### src/rtl/lc4_isa_pkg.sv
//==============================
// LC4 ISA definitions
// Word and field types, kept opcodes,
// two views of the instruction word, reset PC
//==============================
`default_nettype none

package lc4_isa_pkg;

   typedef logic [15:0] lc4_word_t;
   typedef logic [2:0]  lc4_rsel_t;
   typedef logic [2:0]  lc4_nzp_t;    // N, Z, P from msb down

   typedef enum logic [3:0] {
      op_br    = 4'b0000,
      op_arith = 4'b0001,
      op_logic = 4'b0101,
      op_ldr   = 4'b0110,
      op_str   = 4'b0111,
      op_const = 4'b1001
   } lc4_opcode_e;

   // Register-register sub-ops, bit 5 of the word is clear for both
   localparam logic [2:0] sub_add = 3'b000;
   localparam logic [2:0] sub_and = 3'b000;

   typedef struct packed {
      logic [3:0] opcode;
      lc4_rsel_t  rd;
      lc4_rsel_t  rs;
      logic [2:0] subop;
      lc4_rsel_t  rt;
   } lc4_insn_r_t;

   // imm9 holds rs over imm6, and the imm-select bit over imm5
   typedef struct packed {
      logic [3:0] opcode;
      logic [2:0] rd;                 // nzp mask for BR
      logic [8:0] imm9;
   } lc4_insn_i_t;

   typedef union packed {
      lc4_insn_r_t rtype;
      lc4_insn_i_t itype;
   } lc4_insn_u;

   localparam lc4_word_t lc4_reset_pc = 16'h8200;

endpackage

`default_nettype wire

### src/rtl/lc4_pipe_pkg.sv
//==============================
// Pipeline records
// ALU op encoding, decoded control record,
// D/X, X/M and M/W stage records
//==============================
`default_nettype none

package lc4_pipe_pkg;
   import lc4_isa_pkg::*;

   typedef enum logic [2:0] {
      alu_add,
      alu_addi,
      alu_and,
      alu_const,
      alu_addr,                        // Base plus imm6 for LDR and STR
      alu_brt                          // Branch target
   } lc4_alu_op_e;

   // All zero is a bubble
   typedef struct packed {
      lc4_rsel_t   rs;
      lc4_rsel_t   rt;
      lc4_rsel_t   rd;
      logic        rs_re;
      logic        rt_re;
      logic        rf_we;
      logic        nzp_we;
      logic        is_load;
      logic        is_store;
      logic        is_branch;
      lc4_nzp_t    br_mask;
      lc4_alu_op_e alu_op;
   } lc4_ctrl_t;

   typedef struct packed {
      lc4_ctrl_t ctrl;
      lc4_insn_u insn;
      lc4_word_t pc_plus1;
      lc4_word_t rs_data;
      lc4_word_t rt_data;
   } lc4_x_t;

   typedef struct packed {
      logic      rf_we;
      lc4_rsel_t rd;
      logic      is_load;
      logic      is_store;
      lc4_word_t result;              // Also the data address
      lc4_word_t st_data;
   } lc4_m_t;

   typedef struct packed {
      logic      rf_we;
      lc4_rsel_t rd;
      logic      is_load;
      lc4_word_t result;
      lc4_word_t ld_data;
   } lc4_w_t;

endpackage

`default_nettype wire

### src/rtl/lc4_fetch.sv
//==============================
// Fetch stage
// Program counter and F/D register
//==============================
`timescale 1ns/1ps
`default_nettype none

module lc4_fetch #(
   parameter lc4_isa_pkg::lc4_word_t p_reset_pc = lc4_isa_pkg::lc4_reset_pc
) (
   input  logic                   gwe,
   input  logic                   i_arst_n,
   input  lc4_isa_pkg::lc4_word_t i_imem_data,
   input  logic                   i_stall,
   input  logic                   i_flush,
   input  lc4_isa_pkg::lc4_word_t i_target,
   output lc4_isa_pkg::lc4_word_t o_imem_addr,
   output lc4_isa_pkg::lc4_insn_u o_insn,
   output lc4_isa_pkg::lc4_word_t o_pc_plus1
);
   import lc4_isa_pkg::*;

   lc4_word_t pc_q;
   lc4_word_t pc_plus1;

   assign pc_plus1    = pc_q + 16'd1;
   assign o_imem_addr = pc_q;

   always_ff @(posedge gwe or negedge i_arst_n) begin
      if (!i_arst_n) begin
         pc_q       <= p_reset_pc;
         o_insn     <= '0;            // All-zero word decodes as NOP
         o_pc_plus1 <= '0;
      end else if (i_flush) begin
         pc_q       <= i_target;      // Redirect from X
         o_insn     <= '0;
      end else if (!i_stall) begin
         pc_q       <= pc_plus1;
         o_insn     <= i_imem_data;
         o_pc_plus1 <= pc_plus1;
      end
   end

   // First fetch after reset comes from the reset vector
   a_reset_pc: assert property (@(posedge gwe) !i_arst_n ##1 i_arst_n |->
                                o_imem_addr == p_reset_pc)
      else $error("first fetch address %h is not the reset PC", o_imem_addr);

endmodule

`default_nettype wire

### src/rtl/lc4_decoder.sv
//==============================
// Instruction decoder
// D-stage word to control record
//==============================
`timescale 1ns/1ps
`default_nettype none

module lc4_decoder (
   input  lc4_isa_pkg::lc4_insn_u  i_insn,
   output lc4_pipe_pkg::lc4_ctrl_t o_ctrl
);
   import lc4_isa_pkg::*;
   import lc4_pipe_pkg::*;

   logic alu_wr;    // ADD, AND or CONST writing rd and NZP
   logic rr_form;   // Register form, reads rt

   always_comb begin
      o_ctrl  = '0;
      alu_wr  = 1'b0;
      rr_form = 1'b0;
      case (lc4_opcode_e'(i_insn.rtype.opcode))
         op_br: begin
            if (i_insn.itype.rd != 3'b000) begin      // Empty mask stays a NOP
               o_ctrl.is_branch = 1'b1;
               o_ctrl.br_mask   = i_insn.itype.rd;
               o_ctrl.alu_op    = alu_brt;
            end
         end
         op_arith: begin
            if (i_insn.itype.imm9[5]) begin
               alu_wr        = 1'b1;
               o_ctrl.alu_op = alu_addi;
            end else if (i_insn.rtype.subop == sub_add) begin
               alu_wr        = 1'b1;
               rr_form       = 1'b1;
               o_ctrl.alu_op = alu_add;
            end
         end
         op_logic: begin
            if (i_insn.rtype.subop == sub_and) begin
               alu_wr        = 1'b1;
               rr_form       = 1'b1;
               o_ctrl.alu_op = alu_and;
            end
         end
         op_ldr: begin
            o_ctrl.rs      = i_insn.rtype.rs;
            o_ctrl.rs_re   = 1'b1;
            o_ctrl.rd      = i_insn.rtype.rd;
            o_ctrl.rf_we   = 1'b1;
            o_ctrl.is_load = 1'b1;
            o_ctrl.alu_op  = alu_addr;
         end
         op_str: begin
            o_ctrl.rs       = i_insn.rtype.rs;
            o_ctrl.rs_re    = 1'b1;
            o_ctrl.rt       = i_insn.rtype.rd;          // Stored value sits in bits 11:9
            o_ctrl.rt_re    = 1'b1;
            o_ctrl.is_store = 1'b1;
            o_ctrl.alu_op   = alu_addr;
         end
         op_const: begin
            o_ctrl.rd     = i_insn.rtype.rd;
            o_ctrl.rf_we  = 1'b1;
            o_ctrl.nzp_we = 1'b1;
            o_ctrl.alu_op = alu_const;
         end
         default: ;                                      // Unsupported, bubble
      endcase
      if (alu_wr) begin
         o_ctrl.rs     = i_insn.rtype.rs;
         o_ctrl.rs_re  = 1'b1;
         o_ctrl.rd     = i_insn.rtype.rd;
         o_ctrl.rf_we  = 1'b1;
         o_ctrl.nzp_we = 1'b1;
      end
      if (rr_form) begin
         o_ctrl.rt    = i_insn.rtype.rt;
         o_ctrl.rt_re = 1'b1;
      end
   end

endmodule

`default_nettype wire

### src/rtl/lc4_regfile.sv
//==============================
// Register file
// Eight registers, write-through reads
//==============================
`timescale 1ns/1ps
`default_nettype none

module lc4_regfile (
   input  logic                   gwe,
   input  logic                   i_arst_n,
   input  lc4_isa_pkg::lc4_rsel_t i_rs,
   input  lc4_isa_pkg::lc4_rsel_t i_rt,
   input  logic                   i_we,
   input  lc4_isa_pkg::lc4_rsel_t i_wsel,
   input  lc4_isa_pkg::lc4_word_t i_wdata,
   output lc4_isa_pkg::lc4_word_t o_rs_data,
   output lc4_isa_pkg::lc4_word_t o_rt_data
);
   import lc4_isa_pkg::*;

   lc4_word_t regs_q [8];

   always_ff @(posedge gwe or negedge i_arst_n) begin
      if (!i_arst_n) begin
         regs_q <= '{default: '0};
      end else if (i_we) begin
         regs_q[i_wsel] <= i_wdata;
      end
   end

   // W writes in the same cycle D reads
   assign o_rs_data = (i_we && i_wsel == i_rs) ? i_wdata : regs_q[i_rs];
   assign o_rt_data = (i_we && i_wsel == i_rt) ? i_wdata : regs_q[i_rt];

   a_known_read: assert property (@(posedge gwe) disable iff (!i_arst_n)
                                  !$isunknown({o_rs_data, o_rt_data}))
      else $error("register read returns unknown data");

endmodule

`default_nettype wire

### src/rtl/lc4_hazard_unit.sv
//==============================
// Hazard unit
// Load-to-use stall, branch flush,
// X-stage bypass selects
//==============================
`timescale 1ns/1ps
`default_nettype none

module lc4_hazard_unit (
   input  lc4_pipe_pkg::lc4_ctrl_t i_d_ctrl,
   input  lc4_pipe_pkg::lc4_ctrl_t i_x_ctrl,
   input  lc4_isa_pkg::lc4_rsel_t  i_m_rd,
   input  lc4_isa_pkg::lc4_rsel_t  i_w_rd,
   input  logic                    i_m_we,
   input  logic                    i_m_load,
   input  logic                    i_w_we,
   input  logic                    i_take_branch,
   output logic                    o_stall,
   output logic                    o_flush,
   output logic [1:0]              o_rs_byp,    // 0 regfile, 1 M, 2 W
   output logic [1:0]              o_rt_byp
);
   logic d_rs_hit;
   logic d_rt_hit;
   logic m_rs_hit;
   logic m_rt_hit;
   logic w_rs_hit;
   logic w_rt_hit;

   // Store data in D is not a use, it gets bypassed later
   assign d_rs_hit = i_d_ctrl.rs_re && (i_d_ctrl.rs == i_x_ctrl.rd);
   assign d_rt_hit = i_d_ctrl.rt_re && !i_d_ctrl.is_store && (i_d_ctrl.rt == i_x_ctrl.rd);

   assign o_flush = i_take_branch;
   assign o_stall = i_x_ctrl.is_load && (d_rs_hit || d_rt_hit) && !i_take_branch;

   // A load in M only feeds a store's data, the stall covers other uses
   assign m_rs_hit = i_m_we && !i_m_load && (i_m_rd == i_x_ctrl.rs);
   assign m_rt_hit = i_m_we && (!i_m_load || i_x_ctrl.is_store) && (i_m_rd == i_x_ctrl.rt);
   assign w_rs_hit = i_w_we && (i_w_rd == i_x_ctrl.rs);
   assign w_rt_hit = i_w_we && (i_w_rd == i_x_ctrl.rt);

   assign o_rs_byp = !i_x_ctrl.rs_re ? 2'd0 : m_rs_hit ? 2'd1 : w_rs_hit ? 2'd2 : 2'd0;
   assign o_rt_byp = !i_x_ctrl.rt_re ? 2'd0 : m_rt_hit ? 2'd1 : w_rt_hit ? 2'd2 : 2'd0;

   always_comb begin
      if (o_stall || o_flush) begin
         a_cause: assert (i_x_ctrl.is_load || i_x_ctrl.is_branch)
            else $error("stall or flush with no load or branch in X");
      end
   end

endmodule

`default_nettype wire

### src/rtl/lc4_alu.sv
//==============================
// ALU
// Arithmetic, memory address and
// branch target
//==============================
`timescale 1ns/1ps
`default_nettype none

module lc4_alu (
   input  lc4_pipe_pkg::lc4_alu_op_e i_op,
   input  lc4_isa_pkg::lc4_insn_u    i_insn,
   input  lc4_isa_pkg::lc4_word_t    i_pc_plus1,
   input  lc4_isa_pkg::lc4_word_t    i_a,
   input  lc4_isa_pkg::lc4_word_t    i_b,
   output lc4_isa_pkg::lc4_word_t    o_result
);
   import lc4_isa_pkg::*;
   import lc4_pipe_pkg::*;

   lc4_word_t imm5_sx;
   lc4_word_t imm6_sx;
   lc4_word_t imm9_sx;

   // All three immediates share the low bits of imm9
   assign imm5_sx = {{11{i_insn.itype.imm9[4]}}, i_insn.itype.imm9[4:0]};
   assign imm6_sx = {{10{i_insn.itype.imm9[5]}}, i_insn.itype.imm9[5:0]};
   assign imm9_sx = {{7{i_insn.itype.imm9[8]}}, i_insn.itype.imm9};

   always_comb begin
      case (i_op)
         alu_add:   o_result = i_a + i_b;
         alu_addi:  o_result = i_a + imm5_sx;
         alu_and:   o_result = i_a & i_b;
         alu_const: o_result = imm9_sx;
         alu_addr:  o_result = i_a + imm6_sx;
         alu_brt:   o_result = i_pc_plus1 + imm9_sx;   // PC-relative
         default:   o_result = '0;
      endcase
   end

endmodule

`default_nettype wire

### src/rtl/lc4_core.sv
//==============================
// LC4 five-stage core
// D/X, X/M, M/W records, NZP, bypass,
// memory and write-back ports
//==============================
`timescale 1ns/1ps
`default_nettype none

module lc4_core #(
   parameter lc4_isa_pkg::lc4_word_t p_reset_pc = lc4_isa_pkg::lc4_reset_pc
) (
   input  logic                   gwe,
   input  logic                   i_arst_n,
   input  lc4_isa_pkg::lc4_word_t i_imem_data,
   input  lc4_isa_pkg::lc4_word_t i_dmem_rdata,
   output lc4_isa_pkg::lc4_word_t o_imem_addr,
   output lc4_isa_pkg::lc4_word_t o_dmem_addr,
   output lc4_isa_pkg::lc4_word_t o_dmem_wdata,
   output logic                   o_dmem_we,
   output logic                   o_wb_we,
   output lc4_isa_pkg::lc4_rsel_t o_wb_sel,
   output lc4_isa_pkg::lc4_word_t o_wb_data
);
   import lc4_isa_pkg::*;
   import lc4_pipe_pkg::*;

   lc4_insn_u  d_insn;
   lc4_word_t  d_pc_plus1;
   lc4_ctrl_t  d_ctrl;
   lc4_word_t  d_rs_data;
   lc4_word_t  d_rt_data;
   logic       stall;
   logic       flush;
   logic [1:0] rs_byp;
   logic [1:0] rt_byp;
   lc4_x_t     x_q;
   lc4_m_t     m_q;
   lc4_w_t     w_q;
   lc4_nzp_t   nzp_q;
   lc4_nzp_t   nzp_new;
   lc4_word_t  x_a;
   lc4_word_t  x_b;
   lc4_word_t  x_result;
   lc4_word_t  m_fwd;
   lc4_word_t  wb_data;
   logic       take_branch;

   lc4_fetch #(.p_reset_pc(p_reset_pc)) u_fetch (
      .gwe(gwe), .i_arst_n(i_arst_n), .i_imem_data(i_imem_data),
      .i_stall(stall), .i_flush(flush), .i_target(x_result),
      .o_imem_addr(o_imem_addr), .o_insn(d_insn), .o_pc_plus1(d_pc_plus1)
   );

   lc4_decoder u_decoder (.i_insn(d_insn), .o_ctrl(d_ctrl));

   lc4_regfile u_regfile (
      .gwe(gwe), .i_arst_n(i_arst_n), .i_rs(d_ctrl.rs), .i_rt(d_ctrl.rt),
      .i_we(w_q.rf_we), .i_wsel(w_q.rd), .i_wdata(wb_data),
      .o_rs_data(d_rs_data), .o_rt_data(d_rt_data)
   );

   lc4_hazard_unit u_hazard (
      .i_d_ctrl(d_ctrl), .i_x_ctrl(x_q.ctrl), .i_m_rd(m_q.rd), .i_w_rd(w_q.rd),
      .i_m_we(m_q.rf_we), .i_m_load(m_q.is_load), .i_w_we(w_q.rf_we),
      .i_take_branch(take_branch), .o_stall(stall), .o_flush(flush),
      .o_rs_byp(rs_byp), .o_rt_byp(rt_byp)
   );

   lc4_alu u_alu (
      .i_op(x_q.ctrl.alu_op), .i_insn(x_q.insn), .i_pc_plus1(x_q.pc_plus1),
      .i_a(x_a), .i_b(x_b), .o_result(x_result)
   );

   assign m_fwd   = m_q.is_load ? i_dmem_rdata : m_q.result;   // Load data reaches store data only
   assign wb_data = w_q.is_load ? w_q.ld_data : w_q.result;

   always_comb begin
      case (rs_byp)
         2'd1:    x_a = m_fwd;
         2'd2:    x_a = wb_data;
         default: x_a = x_q.rs_data;
      endcase
      case (rt_byp)
         2'd1:    x_b = m_fwd;
         2'd2:    x_b = wb_data;
         default: x_b = x_q.rt_data;
      endcase
   end

   // Only ALU ops write NZP, so the register is current for a branch in X
   assign nzp_new     = x_result[15] ? 3'b100 : (x_result == '0) ? 3'b010 : 3'b001;
   assign take_branch = x_q.ctrl.is_branch && |(x_q.ctrl.br_mask & nzp_q);

   always_ff @(posedge gwe or negedge i_arst_n) begin
      if (!i_arst_n) begin
         x_q   <= '0;
         m_q   <= '0;
         w_q   <= '0;
         nzp_q <= '0;
      end else begin
         if (stall || flush) begin
            x_q.ctrl <= '0;                     // Bubble into X
         end else begin
            x_q.ctrl <= d_ctrl;
         end
         x_q.insn     <= d_insn;
         x_q.pc_plus1 <= d_pc_plus1;
         x_q.rs_data  <= d_rs_data;
         x_q.rt_data  <= d_rt_data;
         if (x_q.ctrl.nzp_we) begin
            nzp_q <= nzp_new;
         end
         m_q.rf_we    <= x_q.ctrl.rf_we;
         m_q.rd       <= x_q.ctrl.rd;
         m_q.is_load  <= x_q.ctrl.is_load;
         m_q.is_store <= x_q.ctrl.is_store;
         m_q.result   <= x_result;
         m_q.st_data  <= x_b;
         w_q.rf_we    <= m_q.rf_we;
         w_q.rd       <= m_q.rd;
         w_q.is_load  <= m_q.is_load;
         w_q.result   <= m_q.result;
         w_q.ld_data  <= i_dmem_rdata;
      end
   end

   assign o_dmem_addr  = m_q.result;
   assign o_dmem_we    = m_q.is_store;
   assign o_dmem_wdata = m_q.st_data;
   assign o_wb_we      = w_q.rf_we;
   assign o_wb_sel     = w_q.rd;
   assign o_wb_data    = wb_data;

endmodule

`default_nettype wire

### config.mk
export PLATFORM = sky130hd
export DESIGN_NAME = lc4_core
export DESIGN_NICKNAME = d
export VERILOG_FILES = /design/src/rtl/lc4_isa_pkg.sv /design/src/rtl/lc4_pipe_pkg.sv /design/src/rtl/lc4_fetch.sv /design/src/rtl/lc4_decoder.sv /design/src/rtl/lc4_regfile.sv /design/src/rtl/lc4_hazard_unit.sv /design/src/rtl/lc4_alu.sv /design/src/rtl/lc4_core.sv
export SDC_FILE = /design/constraint.sdc
export NUM_CORES = 1
export LEC_CHECK = 0
export ABC_CLOCK_PERIOD_IN_PS = 5200
export BUFFER_PORTS_ARGS = -buffer_cell sky130_fd_sc_hd__buf_4
export CAP_MARGIN = 40
export CORE_MARGIN = 2
export CORE_UTILIZATION = 45
export CTS_CLUSTER_DIAMETER = 40
export CTS_CLUSTER_SIZE = 40
export DETAILED_ROUTE_END_ITERATION = 6
export GPL_ROUTABILITY_DRIVEN = 0
export SYNTH_ARGS = -nofsm -noshare
export SYNTH_HDL_FRONTEND = slang
export SYNTH_SLANG_ARGS = --single-unit
### constraint.sdc
create_clock -name gwe -period 5.2 [get_ports gwe]
set_input_delay 0.78 -clock gwe [delete_from_list [all_inputs] [get_ports gwe]]
set_output_delay 0.78 -clock gwe [all_outputs]
set_load 0.01 [all_outputs]
==> results of run 1 <==
[layer usage]
metal  global-route usage, %  up-vias  share of wire [%]
met5                       0        -                  0
met4                    12.2        0                4.4
met3                    4.10      117                5.7
met2                    41.8      477                 46
met1                    37.3     6880                 44
li1                        -     6463                  -
[power by group through the flow]
| stage | combinational (W) | clock, W | sequential [W] |
|---|---|---|---|
| 5_1_grt | 0.00499 | 0.00379 | 0.00396 |
| 3_5_place_dp | 0.00456 | 0 | 0.00391 |
| 4_1_cts | 0.00460 | 0.00367 | 0.00387 |
| 2_1_floorplan | 0.00291 | 0 | 0.00373 |
| 6_report | 0.00466 | 0.00361 | 0.00387 |
| 3_3_place_gp | 0.00451 | 0 | 0.00390 |
[worst max-delay path by stage]
stage / startpoint / to / slack, ns
after floorplan: o_wb_sel[2] / nzp_q[0] / 0.96
after global placement: o_wb_sel[2] / nzp_q[0] / 0.56
after detailed placement: o_wb_sel[2] / nzp_q[0] / 0.39
after CTS: o_wb_sel[2] / nzp_q[0] / 0.39
after global routing: m_q[34] / nzp_q[0] / 0.05
final: o_wb_sel[2] / nzp_q[0] / 0.32
[metrics by stage]
step	hold slack [ns]	util, %	cell area [um^2]	power [W]
floorplan	0.331	-	17400	0.00663
global placement	0.336	49.3	18600	0.00841
detailed placement	0.337	49.3	18700	0.00847
CTS	0.263	54.2	20500	0.0121
global route	0.273	54.2	20500	0.0127
finish	0.208	54.2	20500	0.0121
[final cells by class]
| type | count | area, um^2 | share of cell area (%) |
|---|---|---|---|
| Clock buffer | 64 | 1440 | 7.02 |
| Timing Repair Buffer | 173 | 1350 | 6.59 |
| Inverter | 43 | 161 | 0.787 |
| Clock inverter | 36 | 393 | 1.92 |
| Sequential cell | 333 | 8340 | 40.6 |
| Multi-Input combinational cell | 1246 | 8190 | 39.9 |
| Tap cell | 511 | 639 | 3.12 |
[cell usage in the layout (no fill, tap or decap), drive strengths merged, types with 17 or more instances in the layout]
cell type	count
a311oi	17
xor2	32
nor2	225
xnor2	36
inv	54
mux2i	74
and3	41
nand2	164
o211ai	26
ha	31
mux4	32
dfrtp	331
o21ai	137
buf	173
a211oi	39
clkbuf	64
a21oi	177
[state kept, by name (all words and copies together) (netlist names)]
name,count
m_q,5
nzp_q,3
o_dmem_addr,16
o_dmem_wdata,16
o_dmem_we,1
o_wb_sel,3
o_wb_we,1
u_fetch.o_imem_addr,16
u_fetch.o_insn,16
u_fetch.o_pc_plus1,16
u_regfile.regs_q,128
w_q,33
x_q,79
[logic make-up (layout without fill, tap and decap cells)]
family	Yosys count	count (layout)	share of synthesized area, %
fa+ha+maj	33	33	2.47
compound gates	496	496	17.8
mux	112	112	8.88
xor+xnor	69	69	3.56
simple gates	536	536	14.1
buf+inv	189	316	5.23
flops	333	333	48.0
[synth_stat cells (11+ instances only)]
cell type and instances:
dfrtp_1 331, nor2_1 225, a21oi_1 176, nand2_1 164
o21ai_0 130, clkbuf_1 83, mux2i_1 71, and3_1 41
inv_1 41, a211oi_1 38, buf_4 37, xnor2_1 36
mux4_2 32, xor2_1 32, ha_1 31, o211ai_1 25
buf_2 17, a311oi_1 16, nand3_1 16, a221o_1 14
or3_1 13, a21o_1 11, a31oi_1 11, and2_1 11
nor3_1 11
==> metrics.md, run 1 <==
| Metric | Value |
|---|---|
| Outcome | finished clean |
| Die area | approximately 40000 um^2 |
| Largest stage delay on the critical path | 0.65 ns |
| Pre-CTS setup slack | slightly below 0.4 ns |
| Post-CTS sizing | 0 |
| First-pass GRT wire length | approximately 84000 um |
| R2r endpoint | nzp_q[0] |
| Hold Buf Count CTS | 0 |
| Final non-filler cell total | approximately 2400 |
| Worst path required time | approximately 5.7 ns |
| Worst-margin pin slew | approximately 1.0 ns |
| DP HPWL | 36800 um |
| GR Util All Layers | between 20% and 30% |
| Initial Util | between 40% and 50% |
| I/O Buffers | between 100 and 150 |
| Initial DRC count | around 1200 |
| Die Ht | approximately 200 um |
| Mapped Cells | 1768 |
| Number of global-route vias before repair | ~14000 |
| Final-report hold violation count | 0 |
| CTS sink cnt | approximately 330 |
| Crit path depth | 17 |
| Ys flop type | dfrtp_1 |
| CP arrival | between 5 and 6 ns |
| CTS Buffer Depth | 3 |
| Synth cell types | 87 |
| R2R Setup Slk | 0.32 ns |
| Inst Count DP | approximately 2300 |
| Antenna-violating nets left | 0 |
| Internal | 0.00756 W |
| Hold Path Class | in2async |
| Worst Setup End Kind | register |
| Core Area | 37800 um^2 |
| Via count | approximately 14000 |
| Synth top area share | a little under half |
| Via density per instance | 5.79 |
| Crit path buf inv count | 2 |
| NetSw | around 0.0046 W |
| Nets | roughly 1900 |
| Final wirelength | 53500 um |
| Antenna diode count | 0 |
| Fmax | 205 MHz |
| Pwr per Cell Area | 592 nW/um^2 |
| Setup TNS | 0 ns |
| RR Startpoint | o_wb_sel[2] |
| Ys async rst share | 100% |
| Period Utilization, post-route | between 90% and 100% |
| CTS root buffer | clkbuf_16 |
| Sequential power share | 31.9% |
| Post-CTS Setup Repair Bufs | 0 |
| VDD IR max | 0.256 mV |
| TritonCTS clock tree | yes |
| CP Launch Type | register |
| Max Cap Viol | 0 |
| Die width | 200 um |
| Synth warnings | 0 |
| Register area share after synthesis | 48.0% |
| P&R area growth vs syn | 18.2% |
| Skew-Pair Late Insertion Delay | ~0.6 ns |
| DR pass1 iterations | 5 |
| CP delay by family, top | compound AO/OA/AOI/OAI gates |
| Share of layout cells above drive strength 1 | between 10% and 20% |
| Mapped Area | roughly 17000 um^2 |
| Slew Limit Fails | 0 |
| Initial antenna violation count | 0 |
| Crit-path max FO | 16 |
| Wire per inst | about 22 um |
| Grt ovf | 0 |
| Total CTS buffers | 53 |
| Clock power share | 29.7% |
| Ranking of synthesized cells by area | dfrtp_1 (48%), a21oi_1 (5.1%), nor2_1 (4.9%) |
| # rows | between 70 and 80 |
| Switch share | roughly 38% |
| Synth Area per Inst | roughly 9.8 um^2 |
| Cell breakdown of the critical path | buf_4, xor2_1, nor4_4, and2_1, a221o_1, ha_1, inv_1, fa_1, nor2b_1, o31a_1, o41ai_1, a31oi_1, mux2i_1, o22ai_1, a211o_1, nand4b_1, a31o_1 |
| H-Tree Depth | 2 |
| Worst reg2reg path depth | 17 |
| Reg clk slew, reported paths | 0.06 ns |
| CP Class | reg2reg |
| P_leak | roughly 9.0 nW |
| Fillers | about 3500 |
| Number of synthesized flops with an enable pin | 0 |
| Comb power frac | a little under two fifths |
| Clk_skew | 0.0277 ns |
| RSZ-0062 raised after global routing | no |
| IO Count | around 100 |
| Post-layout min period | 4.88 ns |
| Area leader, netlist | dfrtp_1 |
| Setup violations, final | 0 |
| Slew headroom | between 30% and 40% |
| Final setup margin | between 0.3 and 0.4 ns |
| Crit path max-delay cell type | and2_1 |
| Largest net degree at the start of global routing | ~130 |
| Seq cells post-synth | between 300 and 400 |
| DRC viols | 0 |
| Syn Nets | roughly 1800 |
Power figures use the tool's default switching activity.
==> inputs of run 2 (changes only) <==
--- a/config.mk
+++ b/config.mk
@@ -9,11 +9,12 @@
 export BUFFER_PORTS_ARGS = -buffer_cell sky130_fd_sc_hd__buf_4
 export CAP_MARGIN = 40
 export CORE_MARGIN = 2
-export CORE_UTILIZATION = 45
+export CORE_UTILIZATION = 53
 export CTS_CLUSTER_DIAMETER = 40
 export CTS_CLUSTER_SIZE = 40
 export DETAILED_ROUTE_END_ITERATION = 6
 export GPL_ROUTABILITY_DRIVEN = 0
+export PLACE_DENSITY = 0.71
 export SYNTH_ARGS = -nofsm -noshare
 export SYNTH_HDL_FRONTEND = slang
 export SYNTH_SLANG_ARGS = --single-unit
==> run 2 against run 1 <==
Power shrank 1.7%. Core utilization grew 8.7 points. Die area shrank 15%. Cell count shrank 3.5%. Via count grew 1.2%. Setup slack lost 0.017 ns. Register-to-register slack lost 0.02 ns. Clock skew grew 0.0036 ns. Critical path depth shrank 2. Non-clock buffer count shrank 12. Sequential power is essentially flat. Sequential share of layout area grew 0.28 points.
==> metrics.md, run 2 (same netlist as run 1, synthesis figures left out) <==
| Metric | Value |
|---|---|
| Reg clk slew, reported paths | 0.06 ns |
| Internal | 0.00751 W |
| Die width | roughly 180 um |
| DR pass1 iterations | 6 |
| Initial Util | a little over half |
| Most used cell, CP | xor2_1 |
| Share of layout cells above drive strength 1 | between 15 and 20% |
| Power Total | between 0.01 and 0.015 W |
| Clock power share | 30.7% |
| Nets | ~1900 |
| First-pass GRT wire length | slightly below 80000 um |
| Initial DRC count | about 1400 |
| CTS Buffer Depth | 3 |
| Skew-Pair Late Insertion Delay | 0.58 ns |
| DRC viols | 0 |
| Number of global-route vias before repair | between 10000 and 15000 |
| Slew Limit Fails | 0 |
| Outcome | finished clean |
| NetSw | ~0.0044 W |
| Dpl cell area | between 15000 and 20000 um^2 |
| Max Cap Viol | 0 |
| Cell breakdown of the critical path | xor2_1, nor4_4, and2_1, a221o_1, ha_1, a21o_1, a221oi_1, buf_4, xor2_1, o221ai_1, a31oi_1, and4_1, and4bb_1, nand4b_1, a31o_1 |
| IO Count | 103 |
| Post-layout min period | 4.90 ns |
| Crit-path max FO | 16 |
| Top Usage Layer GRT | met2 |
| Setup TNS | 0 ns |
| Fmax | between 200 and 250 MHz |
| Crit path max-delay cell type | and2_1 |
| Die Ht | about 180 um |
| Commonest cells after routing, fill and taps aside | dfrtp_1 (331), nor2_1 (225), a21oi_1 (175), nand2_1 (164), buf_4 (156) |
| Final-report hold violation count | 0 |
| Largest stage delay on the critical path | 0.63 ns |
| Worst Setup End Kind | register |
| Final instance area | between 20000 and 25000 um^2 |
| H-Tree Depth | 2 |
| Hold Path Class | in2async |
| # rows | 66 |
| Switch share | between 30% and 40% |
| Largest register FFs | 128 |
| Period Utilization, post-route | 94.1% |
| CTS sink cnt | about 330 |
| Slew headroom | between 40 and 50% |
| Post-CTS sizing | 0 |
| P&R area growth vs syn | 17.4% |
| Clk_skew | ~0.031 ns |
| P_leak | about 9 nW |
| I/O Buffers | ~100 |
| Total CTS buffers | between 50 and 60 |
| Via density per instance | between 6 and 7 |
| Die area | roughly 34000 um^2 |
| CTS root buffer | clkbuf_16 |
| Worst-margin pin slew | 0.882 ns |
| Antenna-violating nets left | 0 |
| CP arrival | approximately 5.3 ns |
| Comb power frac | between 30 and 40% |
| Grt ovf | 0 |
| Most common cell after layout, fill and taps aside | dfrtp_1 |
| Sequential power share | about a third |
| Biggest register | u_regfile.regs_q |
| Antenna diode count | 0 |
| Final wirelength | around 49000 um |
| Initial antenna violation count | 1 |
| CP Class | reg2reg |
| Worst path required time | around 5.6 ns |
| CP Launch Type | register |
| Pwr per Cell Area | 586 nW/um^2 |
| Fillers | around 2600 |
| Core Area | about 32000 um^2 |
| Inst Count DP | ~2200 |
| Regs by FF count | u_regfile.regs_q x128, x_q x79, w_q x33 |
| Wire per inst | about 21 um |
| Hold Buf Count CTS | 0 |
| Met1 Track Usage GR | between 40 and 50% |
| Largest net degree at the start of global routing | approximately 120 |
| DP HPWL | between 30000 and 40000 um |
| VDD IR max | roughly 0.3 mV |
| Via count | roughly 14000 |
| Met3 GRT Util | 5.62% |
| GR Util All Layers | between 20 and 30% |
| TritonCTS clock tree | yes |
| RSZ-0062 raised after global routing | no |
| Post-CTS Setup Repair Bufs | 0 |
| Met2 Use GR | between 40% and 50% |
| Final non-filler cell total | approximately 2300 |
| Setup violations, final | 0 |
run 2: cell count changes in the layout (fill, tap and decap cells not counted), sizes merged:
cell | previous run | this run
buf | 173 | 161
clkbuf | 64 | 57
bufinv | 5 | 7
clkinv | 16 | 15
clkinvlp | 4 | 5
inv | 54 | 55
run 2: layout make-up:
| class | count | area, um^2 | area share (%) |
|---|---|---|---|
| well taps | 442 | 553 | 2.72 |
| clock buffers | 57 | 1360 | 6.68 |
| inverters | 43 | 161 | 0.793 |
| multi-input cells | 1246 | 8190 | 40.2 |
| clock inverters | 39 | 507 | 2.49 |
| flip-flops and latches | 333 | 8340 | 40.9 |
| repair buffers | 161 | 1260 | 6.19 |
run 2: power groups by stage:
stage / registers [W] / clock network (W) / logic (W)
final: 0.00390 / 0.00366 / 0.00437
after global routing: 0.00397 / 0.00381 / 0.00475
after CTS: 0.00389 / 0.00370 / 0.00430
after detailed placement: 0.00392 / 0 / 0.00427
after global placement: 0.00390 / 0 / 0.00420
after floorplan: 0.00373 / 0 / 0.00291
run 2: path summary, 6_finish.rpt:
check / from / endpoint / slack, ns / cells after the start
setup / recovery: o_wb_sel[2] / nzp_q[0] / 0.30 / 15
hold / removal: i_arst_n / u_regfile.regs_q[127] / 0.28 / 1
setup reg to reg: o_wb_sel[2] / nzp_q[0] / 0.30 / 15
hold reg to reg: x_q[74] / m_q[37] / 0.36 / 0
max in group asynchronous: i_arst_n / u_fetch.o_imem_addr[7] / 3.77 / 2
min in group gwe: i_dmem_rdata[6] / w_q[6] / 0.34 / 1
run 2: layer usage:
| layer | vias up | share of wire [%] |
|---|---|---|
| met5 | - | 0 |
| met4 | 0 | 3.4 |
| met3 | 114 | 7.7 |
| met2 | 609 | 46 |
| met1 | 6936 | 43 |
| li1 | 6439 | - |
run 2: stage by stage:
stage	hold WS [ns]	utilization, %	setup WS, ns
after floorplan	0.331	-	0.956
after global placement	0.342	57.0	0.543
after detailed placement	0.356	57.1	0.460
after CTS	0.308	62.9	0.404
after global routing	0.335	62.9	0.0697
final	0.279	62.9	0.305
run 2: critical path, delay by kind of cell (launching register included):
family / cells / cell delay, ns
compound gates: 6 / 1.66
xor+xnor: 2 / 0.44
fa+ha+maj: 1 / 0.32
buf+inv: 1 / 0.19
flops: 1 / 0.53
simple gates: 5 / 1.62
==> inputs of run 3 (changes only) <==
--- a/config.mk
+++ b/config.mk
@@ -8,13 +8,15 @@
 export ABC_CLOCK_PERIOD_IN_PS = 5200
 export BUFFER_PORTS_ARGS = -buffer_cell sky130_fd_sc_hd__buf_4
 export CAP_MARGIN = 40
+export CELL_PAD_IN_SITES_DETAIL_PLACEMENT = 1
+export CELL_PAD_IN_SITES_GLOBAL_PLACEMENT = 2
 export CORE_MARGIN = 2
-export CORE_UTILIZATION = 53
+export CORE_UTILIZATION = 40
 export CTS_CLUSTER_DIAMETER = 40
 export CTS_CLUSTER_SIZE = 40
 export DETAILED_ROUTE_END_ITERATION = 6
 export GPL_ROUTABILITY_DRIVEN = 0
-export PLACE_DENSITY = 0.71
+export PLACE_DENSITY_LB_ADDON = 0.1
 export SYNTH_ARGS = -nofsm -noshare
 export SYNTH_HDL_FRONTEND = slang
 export SYNTH_SLANG_ARGS = --single-unit
==> run 3 against run 2 <==
Register-to-register slack about the same. Clock-buffer cell count increased by 11. Routed wire length increased by 18%. Hold slack improved by 0.0096 ns. Sequential share of layout area decreased by 1.2 points. Largest cell class unchanged.
==> metrics.md, run 3 (same netlist as run 1, synthesis figures left out) <==
| Metric | Value |
|---|---|
| Outcome | finished clean |
| WHS Endpoint | w_q[12] |
| GR Util All Layers | 26.5% |
| CP arrival | around 5.4 ns |
| Pwr per Cell Area | 598 nW/um^2 |
| I/O Buffers | 102 |
| Commonest cells after routing, fill and taps aside | dfrtp_1 (331), nor2_1 (224), a21oi_1 (175), nand2_1 (164), buf_4 (163) |
| Final wirelength | 58200 um |
| DR pass1 iterations | 5 |
| Initial DRC count | around 900 |
| # rows | 76 |
| CTS root buffer | clkbuf_16 |
| Via density per instance | 5.65 |
| Reg clk slew, reported paths | ~0.06 ns |
| Die Ht | about 210 um |
| Worst reg2reg path depth | 17 |
| Final-report hold violation count | 0 |
| First-pass GRT wire length | 89700 um |
| P_leak | 9.20 nW |
| Core Area | 43000 um^2 |
| Worst Setup End Kind | register |
| Dpl cell area | about 19000 um^2 |
| Max Cap Viol | 0 |
| Antenna diode count | 0 |
| Worst path required time | 5.70 ns |
| Die width | around 210 um |
| Fmax | 204 MHz |
| Antenna-violating nets left | 0 |
| Hold path startpoint | i_dmem_rdata[12] |
| TritonCTS clock tree | yes |
| DP HPWL | roughly 40000 um |
| Largest register FFs | around 130 |
| Hold Path Class | in2reg |
| Worst-margin pin slew | roughly 1 ns |
| CTS sink cnt | between 300 and 400 |
| R2R Setup Slk | a little over 0.3 ns |
| Post-CTS Setup Repair Bufs | 0 |
| RR Startpoint | o_wb_sel[1] |
| Wire per inst | between 20 and 25 um |
| Share of layout cells above drive strength 1 | between 10% and 20% |
| Hold path depth | 1 |
| Hold Buf Count CTS | 0 |
| Skew-Pair Late Insertion Delay | 0.61 ns |
| Nets | between 1500 and 2000 |
| Die area | roughly 45000 um^2 |
| Setup violations, final | 0 |
| RSZ-0062 raised after global routing | no |
| Final instance area | between 20000 and 25000 um^2 |
| H-Tree Depth | 2 |
| CP Launch Type | register |
| Post-layout min period | ~5 ns |
| DRC viols | 0 |
| Final non-filler cell total | roughly 2500 |
| Total CTS buffers | 60 |
| Post-CTS sizing | 0 |
| Biggest register | u_regfile.regs_q |
| Regs by FF count | u_regfile.regs_q x128, x_q x79, w_q x33 |
| Most common cell after layout, fill and taps aside | dfrtp_1 |
| Inst Count DP | between 2000 and 2500 |
| Worst hold slack | between 0.2 and 0.3 ns |
| P&R area growth vs syn | 20.8% |
| Initial Util | about 40% |
| Largest net degree at the start of global routing | 124 |
| Final core utilization | 48.8% |
| CTS Buffer Depth | 3 |
| Setup TNS | 0 ns |
| Slew headroom | about a third |
| Number of global-route vias before repair | 14906 |
| Initial antenna violation count | 1 |
| Clk_skew | roughly 0.015 ns |
| IO Count | a little over 100 |
| Grt ovf | 0 |
| Period Utilization, post-route | a little over nine tenths |
| VDD IR max | ~0.33 mV |
| Crit-path max FO | 16 |
| Slew Limit Fails | 0 |
| CP Class | reg2reg |
| R2r endpoint | nzp_q[0] |
| Via count | 14060 |
## run 3: cell count changes in the layout (fill, tap and decap cells not counted), sizes merged
cell      change
bufinv        +1
clkinvlp      -3
clkinv        +5
clkbuf       +11
buf           +8
inv           +4
## run 3: report_power, final
part	switching, W	internal [W]
logic	0.00255	0.00189
clock network	0.00151	0.00268
registers	0.000565	0.00334
## run 3: final cells by class
| class | count | area [um^2] |
|---|---|---|
| inverter | 43 | 161 |
| multi-input combinational | 1246 | 8200 |
| sequential | 333 | 8340 |
| tap | 585 | 732 |
| clock buffer | 68 | 1610 |
| timing repair buffer | 169 | 1350 |
| fill | 4784 | 22000 |
| clock inverter | 46 | 569 |
## run 3: routing by layer
layer,share of wire [%],track usage (%)
met1,47,38.0
met2,46,41.9
met4,1.6,5.84
met5,0,0
met3,5.2,4.70
## run 3: per-stage QoR
stage	setup slack, ns	total power (W)
3_5_place_dp	0.413	0.00836
2_1_floorplan	0.956	0.00663
4_1_cts	0.374	0.0126
3_3_place_gp	0.574	0.00827
6_report	0.306	0.0125
5_1_grt	0.0326	0.0133
## run 3: worst max path at each step
stage / cells past startpoint / slack [ns] / start / end
final: 17 / 0.31 / o_wb_sel[1] / nzp_q[0]
after global routing: 17 / 0.03 / o_wb_sel[1] / nzp_q[0]
after CTS: 18 / 0.37 / m_q[36] / nzp_q[0]
after detailed placement: 19 / 0.41 / x_q[81] / nzp_q[0]
after global placement: 17 / 0.57 / w_q[32] / nzp_q[0]
after floorplan: 17 / 0.96 / o_wb_sel[2] / nzp_q[0]
## run 3: critical path: stages (launching register included)
cell and delay [ns]:
dfrtp_1 0.41, buf_4 0.20, xor2_1 0.20, nor4_4 0.38, a21boi_4 0.21, a221o_1 0.44, ha_1 0.23, inv_1 0.08
fa_1 0.23, nor2b_1 0.08, o31a_1 0.31, o41ai_1 0.48, nand2_1 0.14, xnor2_1 0.16, a2111o_1 0.46, and4bb_1 0.30
nand4b_1 0.20, a31o_1 0.27
